File: src/rtl/pit_count_pkg.sv
package pit_count_pkg;

    // 16 count bits plus a flag bit for a zero preset (65536)
    localparam int count_width = 17;

    localparam logic [3:0] bcd_digit_max = 4'd9;

    // Control word bits 5:4
    typedef enum logic [1:0] {
        access_latch   = 2'b00,
        access_lsb     = 2'b01,
        access_msb     = 2'b10,
        access_lsb_msb = 2'b11
    } pit_access_e;

    // Control word bits 3:1
    typedef enum logic [2:0] {
        mode_0 = 3'b000,
        mode_1 = 3'b001,
        mode_2 = 3'b010,
        mode_3 = 3'b011,
        mode_4 = 3'b100,
        mode_5 = 3'b101
    } pit_mode_e;

    typedef struct packed {
        logic [1:0]  select;
        pit_access_e access;
        pit_mode_e   mode;
        logic        bcd;
    } pit_ctrl_word_t;

    // Stored per-channel configuration
    typedef struct packed {
        pit_access_e access;
        pit_mode_e   mode;
        logic        bcd;
    } pit_config_t;

endpackage

File: src/rtl/pit_host_pkg.sv
package pit_host_pkg;

    localparam int host_data_width = 8;

    typedef logic [host_data_width-1:0] pit_byte_t;

    // Strobes from the host side of the timer
    typedef struct packed {
        pit_byte_t data;
        logic      write_control;
        logic      write_counter;
        logic      read_counter;
    } pit_host_t;

    // Byte step encoding shared by preset writes and count reads
    // In lsb_msb access the step starts at lsb and toggles per byte
    localparam logic byte_step_msb = 1'b0;
    localparam logic byte_step_lsb = 1'b1;

endpackage
File: src/rtl/pit_counter.sv
module pit_counter (
    input  logic                    clock,
    input  logic                    reset,
    input  pit_host_pkg::pit_host_t host,
    input  logic                    counter_clock,
    input  logic                    counter_gate,
    output pit_host_pkg::pit_byte_t read_data,
    output logic                    counter_out
);

    import pit_count_pkg::*;

    pit_config_t            counter_config;
    logic                   config_update;
    logic                   latch_hold;
    logic                   read_done;
    logic                   write_step;
    logic [count_width-1:0] preset_load;
    logic [count_width-1:0] count_latched;
    logic                   count_event;
    logic                   at_zero;
    logic                   at_one;
    logic                   started;

    pit_control_word i_pit_control_word (
        .clock          (clock),
        .reset          (reset),
        .host           (host),
        .read_done      (read_done),
        .counter_config (counter_config),
        .config_update  (config_update),
        .latch_hold     (latch_hold)
    );

    pit_preset_access i_pit_preset_access (
        .clock          (clock),
        .reset          (reset),
        .host           (host),
        .counter_config (counter_config),
        .config_update  (config_update),
        .count_latched  (count_latched),
        .preset_load    (preset_load),
        .write_step     (write_step),
        .read_done      (read_done),
        .read_data      (read_data)
    );

    pit_count_engine i_pit_count_engine (
        .clock          (clock),
        .reset          (reset),
        .host_write     (host.write_counter),
        .counter_config (counter_config),
        .config_update  (config_update),
        .write_step     (write_step),
        .preset_load    (preset_load),
        .latch_hold     (latch_hold),
        .counter_clock  (counter_clock),
        .counter_gate   (counter_gate),
        .count_latched  (count_latched),
        .count_event    (count_event),
        .at_zero        (at_zero),
        .at_one         (at_one),
        .started        (started)
    );

    pit_output_shaper i_pit_output_shaper (
        .clock          (clock),
        .reset          (reset),
        .counter_config (counter_config),
        .started        (started),
        .count_event    (count_event),
        .at_zero        (at_zero),
        .at_one         (at_one),
        .counter_out    (counter_out)
    );

endmodule

File: src/rtl/pit_output_shaper.sv
module pit_output_shaper (
    input  logic                       clock,
    input  logic                       reset,
    input  pit_count_pkg::pit_config_t counter_config,
    input  logic                       started,
    input  logic                       count_event,
    input  logic                       at_zero,
    input  logic                       at_one,
    output logic                       counter_out
);

    import pit_count_pkg::*;

    always_ff @(posedge clock, posedge reset) begin
        if (reset) begin
            counter_out <= 1'b0;
        end else if (!started) begin
            // Idle level of the selected mode
            counter_out <= (counter_config.mode == mode_2);
        end else if (count_event) begin
            case (counter_config.mode)
                mode_0: begin
                    // Terminal count is sticky until the next start
                    counter_out <= counter_out || at_zero;
                end
                mode_2: begin
                    // Low for the one period where the count is 1
                    counter_out <= !at_one;
                end
                default: counter_out <= counter_out;
            endcase
        end
    end

endmodule

File: src/rtl/pit_count_engine.sv
module pit_count_engine (
    input  logic                                  clock,
    input  logic                                  reset,
    input  logic                                  host_write,
    input  pit_count_pkg::pit_config_t            counter_config,
    input  logic                                  config_update,
    input  logic                                  write_step,
    input  logic [pit_count_pkg::count_width-1:0] preset_load,
    input  logic                                  latch_hold,
    input  logic                                  counter_clock,
    input  logic                                  counter_gate,
    output logic [pit_count_pkg::count_width-1:0] count_latched,
    output logic                                  count_event,
    output logic                                  at_zero,
    output logic                                  at_one,
    output logic                                  started
);

    import pit_host_pkg::*;
    import pit_count_pkg::*;

    logic                   prev_counter_clock;
    logic                   count_edge;
    logic                   write_complete;
    logic                   load_pending;
    logic [count_width-1:0] count;
    logic [count_width-1:0] count_dec;
    logic [count_width-1:0] count_next;
    logic [count_width-1:0] count_d;

    // Zero stays at zero; the top bit stands for 65536
    function automatic logic [count_width-1:0] decrement(
        input logic [count_width-1:0] value,
        input logic                   bcd
    );
        logic [count_width-1:0] result;
        logic                   borrow;
        result = value;
        borrow = 1'b1;
        if (value == '0) begin
            result = '0;
        end else if (!bcd) begin
            result = value - 1'b1;
        end else begin
            for (int i = 0; i < 4; i++) begin
                if (borrow) begin
                    if (value[4*i +: 4] == 4'd0) begin
                        result[4*i +: 4] = bcd_digit_max;
                    end else begin
                        result[4*i +: 4] = value[4*i +: 4] - 4'd1;
                        borrow = 1'b0;
                    end
                end
            end
            // Borrowed out of all digits, so 10000 becomes 9999
            if (borrow) begin
                result[count_width-1] = 1'b0;
            end
        end
        return result;
    endfunction

    function automatic logic bcd_digits_valid(input logic [count_width-1:0] value);
        logic valid;
        valid = 1'b1;
        for (int i = 0; i < 4; i++) begin
            if (value[4*i +: 4] > bcd_digit_max) begin
                valid = 1'b0;
            end
        end
        return valid;
    endfunction

    always_ff @(posedge clock, posedge reset) begin
        if (reset) begin
            prev_counter_clock <= 1'b0;
        end else begin
            prev_counter_clock <= counter_clock;
        end
    end

    assign count_edge     = prev_counter_clock && !counter_clock;
    assign write_complete = host_write && ((counter_config.access != access_lsb_msb)
                                          || (write_step == byte_step_msb));

    always_ff @(posedge clock, posedge reset) begin
        if (reset) begin
            load_pending <= 1'b0;
        end else if (config_update) begin
            load_pending <= 1'b0;
        end else if (write_complete) begin
            load_pending <= 1'b1;
        end else if (count_edge) begin
            load_pending <= 1'b0;
        end
    end

    // Mode 0 halts on the first of two bytes, mode 2 keeps running
    always_ff @(posedge clock, posedge reset) begin
        if (reset) begin
            started <= 1'b0;
        end else if (config_update) begin
            started <= 1'b0;
        end else if (host_write) begin
            if (counter_config.mode == mode_0) begin
                started <= write_complete;
            end else begin
                started <= started || write_complete;
            end
        end
    end

    assign count_dec = decrement(count, counter_config.bcd);

    always_comb begin
        count_next = counter_gate ? count_dec : count;
        case (counter_config.mode)
            mode_0: begin
                if (load_pending) begin
                    count_next = preset_load;
                end
            end
            mode_2: begin
                // Also covers the first load, as count sits at zero
                if (count_next == '0) begin
                    count_next = preset_load;
                end
            end
            default: count_next = count;
        endcase
    end

    assign count_event = count_edge && started;
    assign at_zero     = (count_next == '0);
    assign at_one      = (count_next == count_width'(1));

    always_comb begin
        if (!started) begin
            count_d = '0;
        end else if (count_event) begin
            count_d = count_next;
        end else begin
            count_d = count;
        end
    end

    always_ff @(posedge clock, posedge reset) begin
        if (reset) begin
            count         <= '0;
            count_latched <= '0;
        end else begin
            count <= count_d;
            if (!latch_hold) begin
                count_latched <= count_d;
            end
        end
    end

    bcd_count_digits: assert property (
        @(posedge clock) disable iff (reset)
        counter_config.bcd |-> bcd_digits_valid(count_d)
    );

endmodule

File: src/rtl/pit_preset_access.sv
module pit_preset_access (
    input  logic                                   clock,
    input  logic                                   reset,
    input  pit_host_pkg::pit_host_t                host,
    input  pit_count_pkg::pit_config_t             counter_config,
    input  logic                                   config_update,
    input  logic [pit_count_pkg::count_width-1:0]  count_latched,
    output logic [pit_count_pkg::count_width-1:0]  preset_load,
    output logic                                   write_step,
    output logic                                   read_done,
    output pit_host_pkg::pit_byte_t                read_data
);

    import pit_host_pkg::*;
    import pit_count_pkg::*;

    pit_ctrl_word_t               new_word;
    logic [2*host_data_width-1:0] preset_raw;
    logic [2*host_data_width-1:0] preset_word;
    logic                         read_step;
    logic                         prev_read_counter;
    logic                         read_fall;

    // Byte step that a new access setting starts from
    function automatic logic first_step(input pit_access_e access);
        return (access == access_msb) ? byte_step_msb : byte_step_lsb;
    endfunction

    // Steps reset on the same strobe that updates the config
    assign new_word = pit_ctrl_word_t'(host.data);

    always_ff @(posedge clock) begin
        if (host.write_counter) begin
            if (write_step == byte_step_lsb) begin
                preset_raw[host_data_width-1:0] <= host.data;
            end else begin
                preset_raw[2*host_data_width-1:host_data_width] <= host.data;
            end
        end
    end

    always_ff @(posedge clock, posedge reset) begin
        if (reset) begin
            write_step <= byte_step_msb;
        end else if (config_update) begin
            write_step <= first_step(new_word.access);
        end else if (host.write_counter && (counter_config.access == access_lsb_msb)) begin
            write_step <= !write_step;
        end
    end

    // Single byte accesses zero the other byte
    always_comb begin
        case (counter_config.access)
            access_msb: preset_word = {preset_raw[15:8], 8'h00};
            access_lsb: preset_word = {8'h00, preset_raw[7:0]};
            default:    preset_word = preset_raw;
        endcase
    end

    assign preset_load = {preset_word == '0, preset_word};

    always_ff @(posedge clock, posedge reset) begin
        if (reset) begin
            prev_read_counter <= 1'b0;
        end else begin
            prev_read_counter <= host.read_counter;
        end
    end

    assign read_fall = prev_read_counter && !host.read_counter;

    always_ff @(posedge clock, posedge reset) begin
        if (reset) begin
            read_step <= byte_step_msb;
        end else if (config_update) begin
            read_step <= first_step(new_word.access);
        end else if (read_fall && (counter_config.access == access_lsb_msb)) begin
            read_step <= !read_step;
        end
    end

    // Last byte of the sequence, msb in lsb_msb access
    assign read_done = read_fall && ((counter_config.access != access_lsb_msb)
                                     || (read_step == byte_step_msb));

    assign read_data = (read_step == byte_step_lsb) ? count_latched[7:0] : count_latched[15:8];

    host_strobes_exclusive: assert property (
        @(posedge clock) disable iff (reset)
        !(host.write_counter && host.write_control)
    );

endmodule

File: src/rtl/pit_control_word.sv
module pit_control_word (
    input  logic                       clock,
    input  logic                       reset,
    input  pit_host_pkg::pit_host_t    host,
    input  logic                       read_done,
    output pit_count_pkg::pit_config_t counter_config,
    output logic                       config_update,
    output logic                       latch_hold
);

    import pit_count_pkg::*;

    pit_ctrl_word_t ctrl_word;
    logic           mode_supported;
    logic           latch_command;

    // Single channel, the select field is not decoded
    assign ctrl_word = pit_ctrl_word_t'(host.data);

    assign mode_supported = (ctrl_word.mode == mode_0) || (ctrl_word.mode == mode_2);
    assign latch_command  = host.write_control && (ctrl_word.access == access_latch);

    // Words selecting other modes are dropped entirely
    assign config_update = host.write_control && (ctrl_word.access != access_latch)
                           && mode_supported;

    always_ff @(posedge clock, posedge reset) begin
        if (reset) begin
            counter_config <= '{access: access_msb, mode: mode_0, bcd: 1'b0};
        end else if (config_update) begin
            counter_config <= '{
                access: ctrl_word.access,
                mode:   ctrl_word.mode,
                bcd:    ctrl_word.bcd
            };
        end
    end

    // Freeze the read-back value until the last byte has gone out
    always_ff @(posedge clock, posedge reset) begin
        if (reset) begin
            latch_hold <= 1'b0;
        end else if (latch_command) begin
            latch_hold <= 1'b1;
        end else if (read_done) begin
            latch_hold <= 1'b0;
        end
    end

    config_mode_supported: assert property (
        @(posedge clock) disable iff (reset)
        counter_config.mode inside {mode_0, mode_2}
    );

endmodule

File: config.mk
export PLATFORM = sky130hd
export DESIGN_NAME = pit_counter
export DESIGN_NICKNAME = d
export VERILOG_FILES = /design/src/rtl/pit_count_pkg.sv /design/src/rtl/pit_host_pkg.sv /design/src/rtl/pit_counter.sv /design/src/rtl/pit_output_shaper.sv /design/src/rtl/pit_count_engine.sv /design/src/rtl/pit_preset_access.sv /design/src/rtl/pit_control_word.sv
export SDC_FILE = /design/constraint.sdc
export NUM_CORES = 1
export LEC_CHECK = 0
export CAP_MARGIN = 20
export CORE_ASPECT_RATIO = 0.9
export CORE_MARGIN = 2
export CORE_UTILIZATION = 30
export CTS_BUF_LIST = sky130_fd_sc_hd__clkbuf_16
export CTS_CLUSTER_SIZE = 40
export DETAILED_ROUTE_END_ITERATION = 10
export DONT_BUFFER_PORTS = 1
export PLACE_DENSITY = 0.51
export SYNTH_ARGS = -nofsm -noshare
export SYNTH_HDL_FRONTEND = slang
export SYNTH_SLANG_ARGS = --single-unit
File: constraint.sdc
create_clock -name clock -period 6 [get_ports clock]
set_input_delay 1.2 -clock clock [delete_from_list [all_inputs] [get_ports clock]]
set_output_delay 1.2 -clock clock [all_outputs]
set_load 0.02 [all_outputs]
# ---- Word-level counts from Yosys, hierarchy flattened
# Index checks and enable logic that the tools add are counted.
dict set report word_totals {
  ff_bits 63
  inputBits 15
  output_inout_bits 9
  elab_cells 121
}
dict set report op_classes {
  bitwise_logic 2
  mux 49
  n_eq_ne 10
  add_sub_neg 5
  reduce_logical 40
}
# cell count
set ops {}
lappend ops {{17-bit 2-to-1 mux} 7}
lappend ops {{17-bit zero test} 3}
lappend ops {{17-bit one-hot mux with 2 select lines} 1}
lappend ops {{16-bit one-hot mux with 2 select lines} 1}
lappend ops {{1-bit 2-to-1 mux} 31}
lappend ops {{4-bit 2-to-1 mux} 7}
lappend ops {{17-bit by 1-bit == test with 1-bit output, second input constant} 1}
lappend ops {{17-bit by 1-bit subtractor with 17-bit output, second input constant} 1}
lappend ops {{16-bit zero test} 1}
lappend ops {{4-bit zero test} 4}
lappend ops {{4-bit by 1-bit subtractor with 4-bit output, second input constant} 4}
lappend ops {{1-bit logical AND} 10}
lappend ops {{2-bit nonzero test} 5}
lappend ops {{8-bit 2-to-1 mux} 1}
lappend ops {{2-bit == test, second input constant} 3}
lappend ops {{3-bit by 2-bit == test with 1-bit output, second input constant} 2}
lappend ops {{3-bit zero test} 2}
lappend ops {{2-bit AND reduction} 3}
lappend ops {{1-bit zero test} 5}
lappend ops {{1-bit logical OR} 5}
lappend ops {{2-bit inequality test, second input constant} 2}
lappend ops {{3-bit inequality test, second input constant} 1}
lappend ops {{3-bit nonzero test} 1}
lappend ops {{2-bit by 1-bit == test with 1-bit output, second input constant} 1}
lappend ops {{other kinds (3)} 4}

# ---- Longest topological paths before layout
# Gate-level depths: netlist of the first run.
dict set report logic_depth {
  depth_word 25
  ltp_mapped 15
  mapped_depth_nobuf 11
}

# ---- Modules after synthesis
# Synthesis of the first run repeated with hierarchy kept, for this count alone.
dict set report unflattened {
  hier_cells 481
  area_unflattened_um2 4431.8
}
# module seq_area_each_um2 instances cells_per_inst area_each_um2
set modules_own_cells {}
lappend modules_own_cells {pit_count_engine 925.9 1 377 3089.2}
lappend modules_own_cells {pit_preset_access 555.5 1 74 963.4}
lappend modules_own_cells {pit_control_word 176.4 1 21 294.0}
lappend modules_own_cells {pit_output_shaper 25.0 1 9 85.1}

# ---- Worst setup path before layout of the first run
# OpenSTA, ideal clock, no wires.
dict set report synth_timing {
  kind {input port to flip-flop}
  startpoint {input counter_gate}
  endpoint {register i_pit_count_engine.count_latched[7] (netlist name)}
  arrival_time_ps 3446
  stages 12
  required_time_ps 5935
  setup_ps 65
  slack_ps 2489
  n_path_buf 3
  path_cell_list {clkbuf_1 or3b_1 o21ai_0 nor4b_1 nand3_1 o21ai_0 nor4bb_1 buf_4 buf_8 nand4_1 a21oi_2 mux2_2}
}
dict set report synth_between {
  elab_chain_cells 6
  elab_cells_between_ends 7
  classes_between {mux (6); reduce/logical (1)}
}
# element line
set synth_rtl {}
lappend synth_rtl {{start: declaration} pit_counter.sv:6} ;# input logic counter_gate,
lappend synth_rtl {{17-bit 2-to-1 mux *} pit_count_engine.sv:116} ;# count_next = counter_gate ? count_dec : count;
lappend synth_rtl {{17-bit zero test} pit_count_engine.sv:125} ;# if (count_next == '0) begin
lappend synth_rtl {{17-bit 2-to-1 mux} pit_count_engine.sv:125}
lappend synth_rtl {{17-bit one-hot mux with 2 select lines *} pit_count_engine.sv:117} ;# case (counter_config.mode)
lappend synth_rtl {{17-bit 2-to-1 mux *} pit_count_engine.sv:140} ;# end else if (count_event) begin
lappend synth_rtl {{17-bit 2-to-1 mux *} pit_count_engine.sv:138} ;# if (!started) begin
lappend synth_rtl {{named net i_pit_count_engine.count_d[7]} pit_count_engine.sv:29} ;# logic [count_width-1:0] count_d;
lappend synth_rtl {{end signal: assignment} pit_count_engine.sv:154} ;# count_latched <= count_d;
lappend synth_rtl {{end: declaration} pit_count_engine.sv:12} ;# output logic [pit_count_pkg::count_width-1:0] count_latched,
# Mark *: on every way through the listed nets, which the timed path passes. The rest lies on a longest branch.
# A chain may end at the register's enable or synchronous reset.

# ---- Worst setup path in the final report of the first run
dict set report layout_timing {
  startpoint {register i_pit_count_engine.count[5]}
  endpoint {register i_pit_count_engine.count_latched[14] (netlist name)}
}
dict set report layout_between {
  elab_chain_cells 20
  elab_cells_between_ends 28
  classes_between {add/sub (2); mux (23); reduce/logical (3)}
}
# element line
set layout_rtl {}
lappend layout_rtl {{start: declaration} pit_count_engine.sv:26} ;# logic [count_width-1:0] count;
lappend layout_rtl {{start signal: assignment} pit_count_engine.sv:152} ;# count <= count_d;
lappend layout_rtl {{4-bit zero test} pit_count_engine.sv:47} ;# if (value[4*i +: 4] == 4'd0) begin
lappend layout_rtl {{1-bit 2-to-1 mux} pit_count_engine.sv:47}
lappend layout_rtl {{1-bit 2-to-1 mux} pit_count_engine.sv:46} ;# if (borrow) begin
lappend layout_rtl {{1-bit 2-to-1 mux} pit_count_engine.sv:42} ;# end else if (!bcd) begin
lappend layout_rtl {{1-bit 2-to-1 mux} pit_count_engine.sv:40} ;# if (value == '0) begin
lappend layout_rtl {{1-bit 2-to-1 mux} pit_count_engine.sv:46}
lappend layout_rtl {{1-bit 2-to-1 mux} pit_count_engine.sv:42}
lappend layout_rtl {{1-bit 2-to-1 mux} pit_count_engine.sv:40}
lappend layout_rtl {{[4 not listed]} -}
lappend layout_rtl {{17-bit 2-to-1 mux} pit_count_engine.sv:42}
lappend layout_rtl {{17-bit 2-to-1 mux} pit_count_engine.sv:40}
lappend layout_rtl {{17-bit 2-to-1 mux *} pit_count_engine.sv:116}
lappend layout_rtl {{17-bit zero test} pit_count_engine.sv:125}
lappend layout_rtl {{17-bit 2-to-1 mux} pit_count_engine.sv:125}
lappend layout_rtl {{17-bit one-hot mux with 2 select lines *} pit_count_engine.sv:117}
lappend layout_rtl {{17-bit 2-to-1 mux *} pit_count_engine.sv:140}
lappend layout_rtl {{17-bit 2-to-1 mux *} pit_count_engine.sv:138}
# Every way passes the cells marked *; elsewhere a longest branch is shown, timed or not. The select of a mux whose other input is x is not followed.

==> results.cfg, run 1 <==
[status]
status = complete, no violations

[die]
fp.dieW_um = 130
start_util_pct = 30.7
dieArea_um2 = 15400
ioPinCount = 24
fp.coreArea_um2 = 14100
die_h_um = 118
rows = 41

[grt]
grt_pass1_wl_um = 22500
grt_pass1_vias = 3809
grt_usage_pct = 19.3
antenna_found_initial = 0
grt_max_degree = 48
gr-total-overflow = 0

[timing]
post-route-min-period_ns = 3.92
period_share_pct = 65.3
timing.fmax_ghz = 0.255
rsz0062_at_grt = false
setup_tns_ns = 0
setup_slack_ns = 2.08
slew_headroom_pct = 30.7
setup_viol = 0
clock_skew_ns = 0.00661
worstMarginPinSlew_ns = 1.03
hold_viol_final = 0
slew_viol_final = 0

[setup_path]
crit_fanout = 18
critical_path_arrival_ns = 4.18
crit_path_end_kind = flop
reg2reg_depth = 10
ff2ff_setup_slack_ns = 2.08
start_kind = flop
r2r-start = i_pit_count_engine.count[5]
critPathLaunch = i_pit_count_engine.count[5]
r2r_end = i_pit_count_engine.count_latched[14]
worstSetupPathType = flop to flop
worstPathRequired_ns = 6.27

[placed_design]
place_inst = 643
dp_hpwl_um = 10600
place_ws_ns = 2.18
io_buffers = 0
globalplace.congestion = 0.968

[logic_synthesis]
synth_ff_type = dfrtp_1
synth_nets = 510
synthArstFlopShare_pct = 74.6
syn_area_per_cell_um2 = 8.82
synth_edf_count = 16
seq_area_frac_synth_pct = 38.4
synth_warnings = 0
synth_area_leaders = dfrtp_1, edfxtp_1, nor2_1, o21ai_0, nand2_1
netlist_instances = 490
synth.top_cell.area_share_pct = 26.6
syn-cell-area_um2 = 4320
ys_types = 78
synth_seq_cells = 63
synth_largest_area_cell = dfrtp_1

[worst_hold_path]
holdPathEnd = i_pit_control_word.counter_config[5]
min_from = i_pit_control_word.counter_config[5]
min_path_type = flop to flop
min_path_cells = 2

[clock_tree]
cts_hold_buf = 0
cts_buffer_depth = 2
clk_pin_slew_worst_paths_ns = 0.06
clock_sinks = 63
cts.repair.resized = 0
cts_setup_buffers = 0
cts_made_buffers = 9
cts_tree = done
cts_max_level = 3
cts.root.buffer_cell = clkbuf_16
clk_latency_ns = 0.34

[route]
drtIter0Drc = 346
finalWirelength_um = 14300
drcViolationCount = 0
drtAntennaViolNets = 0
firstDrtPassIters = 5
wl_per_cell_um = 21.7
vias = 3999
via_per_inst = 6.06

[final_layout]
final-instance-count-excl-fill = 660
utilization_pct = 33.4
nets = 482
area_growth_syn_to_layout_pct = 8.69
drive_gt1_share_pct = 12.4
diodes = 0

[power_and_ir_drop]
p_per_area_nw_per_um2 = 405
p_leak_uw = 0.00175
vdd_drop_max_mv = 0.218

[job]
drv_cap = 0
[per-layer routing]
layer  global-route usage [%]  vias up  part of all wire (%)
met3                     6.14       33                   8.6
met2                     27.4      204                    44
li1                         -     1791                     -
met1                     28.0     1971                    45
met4                     5.39        0                   2.7
met5                        0        -                     0
[report_power, final]
group / switching (µW) / internal, µW
logic: 433 / 261
registers: 177 / 537
clock network: 212 / 283
total: 821 / 1080
[kinds of logic (layout without fill, tap and decap cells)]
family	Yosys count	count (layout)	synth area share [%]
xor+xnor	6	6	1.22
mux	24	24	6.14
fa+ha+maj	5	5	1.45
flops	63	63	38.4
simple gates	203	203	25.8
buf+inv	55	32	5.59
compound gates	134	134	21.4
[Yosys cell counts (4+ instances only)]
cell type,instances
o41ai_1,4
nand3_1,21
nand4_1,17
nor2b_1,10
nor4_1,7
o211ai_1,6
mux2i_1,4
or4_1,9
nor3_1,12
mux2_2,13
mux2_1,7
nor2_1,43
nor3b_1,5
ha_1,5
inv_1,12
o21ai_0,32
a21oi_1,21
o22ai_1,8
a31oi_1,12
o31ai_1,4
edfxtp_1,16
buf_2,4
dfrtp_1,46
and2_1,6
nand2_1,42
clkbuf_1,35
[worst max-delay path, stage by stage (launching register included)]
cell and delay (ns):
dfrtp_1 0.49, nor4_2 0.94, nand4_1 0.43, o221ai_1 0.29, a22oi_1 0.19, nand4b_1 0.26, nor4bb_2 0.31, buf_4 0.30
nand3_1 0.12, a31oi_1 0.31, a22o_1 0.18
[registers in the layout, indices dropped and copies added (netlist names)]
name,count
i_pit_control_word.counter_config,6
i_pit_control_word.latch_hold,1
i_pit_count_engine.count,17
i_pit_count_engine.count_latched,16
i_pit_count_engine.load_pending,1
i_pit_count_engine.prev_counter_clock,1
i_pit_count_engine.started,1
i_pit_output_shaper.counter_out,1
i_pit_preset_access.preset_raw,16
i_pit_preset_access.prev_read_counter,1
i_pit_preset_access.read_step,1
i_pit_preset_access.write_step,1
[final cells by class]
cell class | instances | area, µm²
clock inverters | 7 | 56.3
fillers | 1493 | 9360
clock buffers | 9 | 225
repair buffers | 4 | 42.5
inverters | 12 | 45.0
well taps | 193 | 241
flip-flops and latches | 63 | 1660
multi-input cells | 372 | 2430
[placed cells by master (no fill, tap or decap), drive strengths merged, types with 3 or more instances in the layout]
| master | n |
|---|---|
| a21boi | 5 |
| a21oi | 24 |
| a22o | 3 |
| a2bb2oi | 3 |
| a31oi | 15 |
| and2 | 7 |
| and3 | 3 |
| buf | 4 |
| clkbuf | 9 |
| clkinvlp | 3 |
| dfrtp | 46 |
| edfxtp | 16 |
| ha | 5 |
| inv | 14 |
| mux2 | 20 |
| mux2i | 4 |
| nand2 | 42 |
| nand2b | 3 |
| nand3 | 24 |
| nand4 | 17 |
| nor2 | 44 |
| nor2b | 10 |
| nor3 | 12 |
| nor3b | 5 |
| nor4 | 11 |
| o211ai | 6 |
| o21ai | 33 |
| o221ai | 3 |
| o22ai | 8 |
| o31ai | 4 |
| o41ai | 5 |
| or2 | 3 |
| or4 | 10 |
| xnor2 | 3 |
| xor2 | 3 |
[worst max-delay path by stage]
stage,endpoint,slack (ns),cells past startpoint
6_report,i_pit_count_engine.count_latched[14],2.08,10
5_1_grt,i_pit_count_engine.count_latched[6],1.72,12
4_1_cts,i_pit_count_engine.count_latched[1],2.16,12
3_5_place_dp,i_pit_count_engine.count_latched[1],2.18,12
3_3_place_gp,i_pit_count_engine.count_latched[14],2.11,12
2_1_floorplan,i_pit_count_engine.count_latched[7],2.49,12
[per-stage QoR]
| stage | hold WS [ns] | total power (µW) | instance area [µm²] |
|---|---|---|---|
| floorplan | 0.446 | 1200 | 4320 |
| CTS | 0.487 | 1900 | 4680 |
| detailed placement | 0.477 | 1400 | 4390 |
| finish | 0.484 | 1900 | 4700 |
| global route | 0.498 | 2020 | 4700 |
| global placement | 0.462 | 1400 | 4390 |
(Power assumes the default switching activity.)
==> run 2: changes to the inputs <==
- clock period: 6 -> 3.96 ns (I/O delays scaled with it)
==> run 2 against run 1 <==
First-iteration DRC count grew 33%. Combinational power up 66%. Sequential power is 47% higher. Total power is 52% higher.
==> results.cfg, run 2 (synthesis results as in run 1) <==
[job]
drv_cap = 0

[grt]
antenna_found_initial = 0
gr-total-overflow = 0
grt_pass1_wl_um = 23100
grt_usage_pct = 19.9
grt_max_degree = 48
grt_pass1_vias = 3888

[final_layout]
seqCellArea_um2 = 1660
fillCellCount = 1464
final_common_cell = dfrtp_1
nets = 500
largest_reg_flops = 17
diodes = 0
area_growth_syn_to_layout_pct = 11.6
multi_input_area_um2 = 2430
largest_register = i_pit_count_engine.count
largestRegisters = i_pit_count_engine.count x17, i_pit_count_engine.count_latched x16, i_pit_preset_access.preset_raw x16
drive_gt1_share_pct = 15.1
layout_common_cells = dfrtp_1, nor2_1, nand2_1

[clock_tree]
cts_buffer_depth = 2
cts_hold_buf = 0
clk_latency_ns = 0.34
cts_max_level = 3
cts_tree = done
cts.repair.resized = 0
clock_sinks = 63
cts_made_buffers = 9
clk_pin_slew_worst_paths_ns = 0.06
cts.root.buffer_cell = clkbuf_16
cts_setup_buffers = 0

[power_and_ir_drop]
vdd_drop_max_mv = 0.291
p_per_area_nw_per_um2 = 600
seqPwrFrac_pct = 36.3
p_comb_share_pct = 39.6
p_int_uw = 1670
switching_share_pct = 42.4
p_leak_uw = 0.00185
clkPwrFrac_pct = 24.1
p_sw_uw = 1230

[timing]
setup_viol = 0
slew_headroom_pct = 44.8
setup_tns_ns = 0
hold_viol_final = 0
clock_skew_ns = 0.00699
worstMarginPinSlew_ns = 0.827
rsz0062_at_grt = false
slew_viol_final = 0
post-route-min-period_ns = 3.81
timing.fmax_ghz = 0.263
setup_slack_ns = 0.154
period_share_pct = 96.1

[route]
drtAntennaViolNets = 0
via_per_inst = 6.04
drcViolationCount = 0
vias = 4095
wl_per_cell_um = 21.7
drtIter0Drc = 459
finalWirelength_um = 14700
firstDrtPassIters = 5

[die]
start_util_pct = 30.7
fp.dieW_um = 130
rows = 41
ioPinCount = 24
fp.coreArea_um2 = 14100
die_h_um = 118
dieArea_um2 = 15400

[setup_path]
worstPathCellList = inv_1 > ha_1 > or3b_1 > o41ai_2 > o311ai_1 > a32oi_1 > o2111ai_1 > nor4bb_2 > buf_12 > and3_1 > a31oi_1 > o31ai_1
crit_fanout = 18
worst-path-buf-inv = 2
ff2ff_setup_slack_ns = 0.15
critical_path_arrival_ns = 4.05
crit_family = compound AO/OA/AOI/OAI gates
crit_path_max_incr_delay_ns = 0.56
start_kind = flop
worstPathRequired_ns = 4.21
crit_path_end_kind = flop
cp_slowest_cell = or3b_1
worstSetupPathType = flop to flop

[placed_design]
globalplace.congestion = 0.910
place_ws_ns = 0.248
dp_hpwl_um = 10900
io_buffers = 0

[worst_hold_path]
min_path_type = primary input to async pin

[status]
status = complete, no violations
==> run 2: area by class of cell <==
class	count	share of cell area, %
multi-input combinational	372	50.4
timing repair buffer	22	3.94
inverter	12	0.934
clock buffer	9	4.67
tap	193	5.01
clock inverter	7	0.701
sequential	63	34.4
==> run 2: final timing paths <==
kind | to | cells after the start | start
min in group clock | i_pit_count_engine.prev_counter_clock | 0 | counter_clock
setup / recovery | i_pit_count_engine.count_latched[0] | 12 | i_pit_count_engine.count[0]
hold reg to reg | i_pit_count_engine.count_latched[5] | 1 | i_pit_count_engine.count_latched[5]
hold / removal | i_pit_count_engine.started | 1 | reset
max in group asynchronous | i_pit_count_engine.count[13] | 2 | reset
setup reg to reg | i_pit_count_engine.count_latched[0] | 12 | i_pit_count_engine.count[0]
==> run 2: through the flow <==
stage	total power (µW)	util (%)	instances	hold WS, ns	area (µm²)
after floorplan	1830	-	490	0.446	4320
after global placement	2180	32.3	661	0.472	4540
after detailed placement	2170	32.3	661	0.478	4540
after CTS	2880	34.2	677	0.464	4800
after global routing	3050	34.3	678	0.244	4820
final	2890	34.3	678	0.238	4820
==> run 2: power by group through the flow <==
stage               Sequential, µW  Clock (µW)  Combinational, µW
floorplan                      897           0                928
global placement              1060           0               1120
detailed placement            1050           0               1120
CTS                           1050         715               1120
global route                  1070         740               1240
finish                        1050         698               1150
==> run 2: worst reg2reg max path: stages, from the launching register on <==
cell and delay, ns:
dfrtp_1 0.47, inv_1 0.15, ha_1 0.28, or3b_1 0.56, o41ai_2 0.42, o311ai_1 0.16
a32oi_1 0.29, o2111ai_1 0.22, nor4bb_2 0.42, buf_12 0.20, and3_1 0.19, a31oi_1 0.13
o31ai_1 0.22
==> run 2: per-layer routing <==
metal	up-vias	routed length [µm]	global-route usage, %
met5	-	0	0
met4	0	407	6.32
met3	39	1490	5.64
met2	254	6250	27.7
met1	1976	6560	29.4
li1	1826	-	-
==> run 3: changes to the inputs <==
- CELL_PAD_IN_SITES_DETAIL_PLACEMENT: not set -> 0
- CELL_PAD_IN_SITES_GLOBAL_PLACEMENT: not set -> 2
- PLACE_DENSITY: 0.51 -> 0.7
==> run 3 against run 2 <==
Routed wire length shrank 1.8%. Global-route usage shrank 0.20 points. Die area is the same. Cell count shrank 0.44%. Clock skew grew 0.0011 ns. Setup slack gained 0.075 ns. Critical path depth is the same. Via count shrank 4.2%. Clock-buffer cell count is the same. Cell area grew 1.2%. Sequential share of layout area shrank 0.40 points. Hold slack gained 0.088 ns. Critical path type unchanged. Largest power group unchanged.
==> results.cfg, run 3 (synthesis results as in run 1) <==
[status]
status = complete, no violations

[clock_tree]
cts.root.buffer_cell = clkbuf_16
cts_made_buffers = 9
clk_pin_slew_worst_paths_ns = 0.06
cts_setup_buffers = 0
cts_buffer_depth = 2
cts_tree = done
cts_max_level = 3
clk_latency_ns = 0.33
clock_sinks = 63

[setup_path]
cp_slowest_cell = or3b_4
crit_fanout = 18
start_kind = flop
critical_path_arrival_ns = 4.00
ff2ff_setup_slack_ns = 0.23
crit_family = simple AND/OR/NAND/NOR gates
r2r-start = i_pit_count_engine.count[1]
critPathLaunch = i_pit_count_engine.count[1]
r2r_end = i_pit_count_engine.count_latched[6]
worst-path-buf-inv = 2
crit_path_end_kind = flop
worstPathRequired_ns = 4.23
worstPathCellList = inv_1 > ha_1 > or3b_4 > nor4_4 > a21oi_1 > a32oi_1 > o2111ai_1 > nor4bb_2 > buf_4 > nand4_1 > a31oi_1 > mux2_1
crit_path_max_incr_delay_ns = 0.49
worstSetupPathType = flop to flop
reg2reg_depth = 12

[timing]
post-route-min-period_ns = 3.73
setup_tns_ns = 0
timing.fmax_ghz = 0.268
rsz0062_at_grt = false
slew_viol_final = 0
slew_headroom_pct = 45.8
worstMarginPinSlew_ns = 0.812
hold_viol_final = 0
setup_viol = 0
period_share_pct = 94.2
clock_skew_ns = 0.00808

[worst_hold_path]
min_path_type = primary input to async pin

[final_layout]
final-instance-count-excl-fill = 675
largestRegisters = i_pit_count_engine.count x17, i_pit_count_engine.count_latched x16, i_pit_preset_access.preset_raw x16
nets = 497
final_common_cell = dfrtp_1
drive_gt1_share_pct = 15.4
layout_common_cells = dfrtp_1, nor2_1, nand2_1
area_growth_syn_to_layout_pct = 12.9
diodes = 0
largest_register = i_pit_count_engine.count
largest_reg_flops = 17
fillCellCount = 1463

[power_and_ir_drop]
p_per_area_nw_per_um2 = 635
vdd_drop_max_mv = 0.306
p_leak_uw = 0.00186

[placed_design]
place_inst = 658
globalplace.congestion = 0.926
io_buffers = 0
dp_hpwl_um = 11000

[route]
firstDrtPassIters = 5
finalWirelength_um = 14500
vias = 3925
drtAntennaViolNets = 0
drtIter0Drc = 307
wl_per_cell_um = 21.4
drcViolationCount = 0
via_per_inst = 5.81

[grt]
gr-total-overflow = 0
grt_pass1_vias = 3859
grt_max_degree = 48
grt_pass1_wl_um = 23000
antenna_found_initial = 0
grt_usage_pct = 19.7

[die]
die_h_um = 118
start_util_pct = 30.7
fp.coreArea_um2 = 14100
rows = 41
fp.dieW_um = 130
ioPinCount = 24
dieArea_um2 = 15400

[job]
drv_cap = 0
-- run 3: cell types whose count changed in the layout (fill, tap and decap cells not counted), moves of 2 or more --
cell / previous run / this run
buf_4: 20 / 18
clkinv_4: 0 / 2
inv_1: 13 / 11
clkinv_2: 3 / 0
bufinv_16: 0 / 3
-- run 3: layout make-up --
type                       count  area, µm²  area share [%]
clock inverter                 7        120            2.46
timing repair buffer          19        155            3.18
multi-input combinational    372       2430            49.9
inverter                      12       45.0           0.924
clock buffer                   9        225            4.62
tap                          193        241            4.95
sequential                    63       1660            34.0
-- run 3: metrics by stage --
step | hold WS (ns) | utilization (%) | power (µW) | area [µm²] | setup slack, ns
after floorplan | 0.446 | - | 1830 | 4320 | 0.735
after global placement | 0.470 | 32.1 | 2190 | 4510 | 0.362
after detailed placement | 0.482 | 32.1 | 2170 | 4510 | 0.286
after CTS | 0.465 | 34.5 | 3100 | 4850 | 0.253
after global routing | 0.333 | 34.7 | 3290 | 4880 | 0.0136
final | 0.326 | 34.7 | 3100 | 4880 | 0.229
-- run 3: worst max-delay path by stage --
stage	to	slack [ns]	depth (start not counted)
6_report	i_pit_count_engine.count_latched[6]	0.23	12
5_1_grt	i_pit_count_engine.count_latched[6]	0.01	12
4_1_cts	i_pit_count_engine.count_latched[6]	0.25	12
3_5_place_dp	i_pit_count_engine.count_latched[6]	0.29	12
3_3_place_gp	i_pit_count_engine.count[14]	0.36	12
2_1_floorplan	i_pit_count_engine.count_latched[7]	0.73	15
-- run 3: timing repair --
action / 4_1_cts / 5_1_grt
resized for setup: 0 / 1
endpoints found under the setup margin: 0 / 6
hold buffers: 0 / 0
-- run 3: routing by layer --
metal  track usage (%)  vias to the layer above  share of wire, %
li1                  -                     1834                 -
met1              28.6                     1923                47
met2              28.4                      148                44
met3              5.95                       20               7.1
met4              5.12                        0               1.6
met5                 0                        -                 0
-- run 3: where the power goes --
group	internal [µW]	switching, µW	total [µW]
Combinational	443	683	1130
Clock	616	291	907
Sequential	815	249	1060
Total	1870	1220	3100
-- run 3: worst register-to-register path, stage by stage (launching register included) --
cell	delay [ns]
dfrtp_1	0.46
inv_1	0.14
ha_1	0.31
or3b_4	0.49
nor4_4	0.34
a21oi_1	0.17
a32oi_1	0.31
o2111ai_1	0.20
nor4bb_2	0.30
buf_4	0.29
nand4_1	0.18
a31oi_1	0.30
mux2_1	0.18
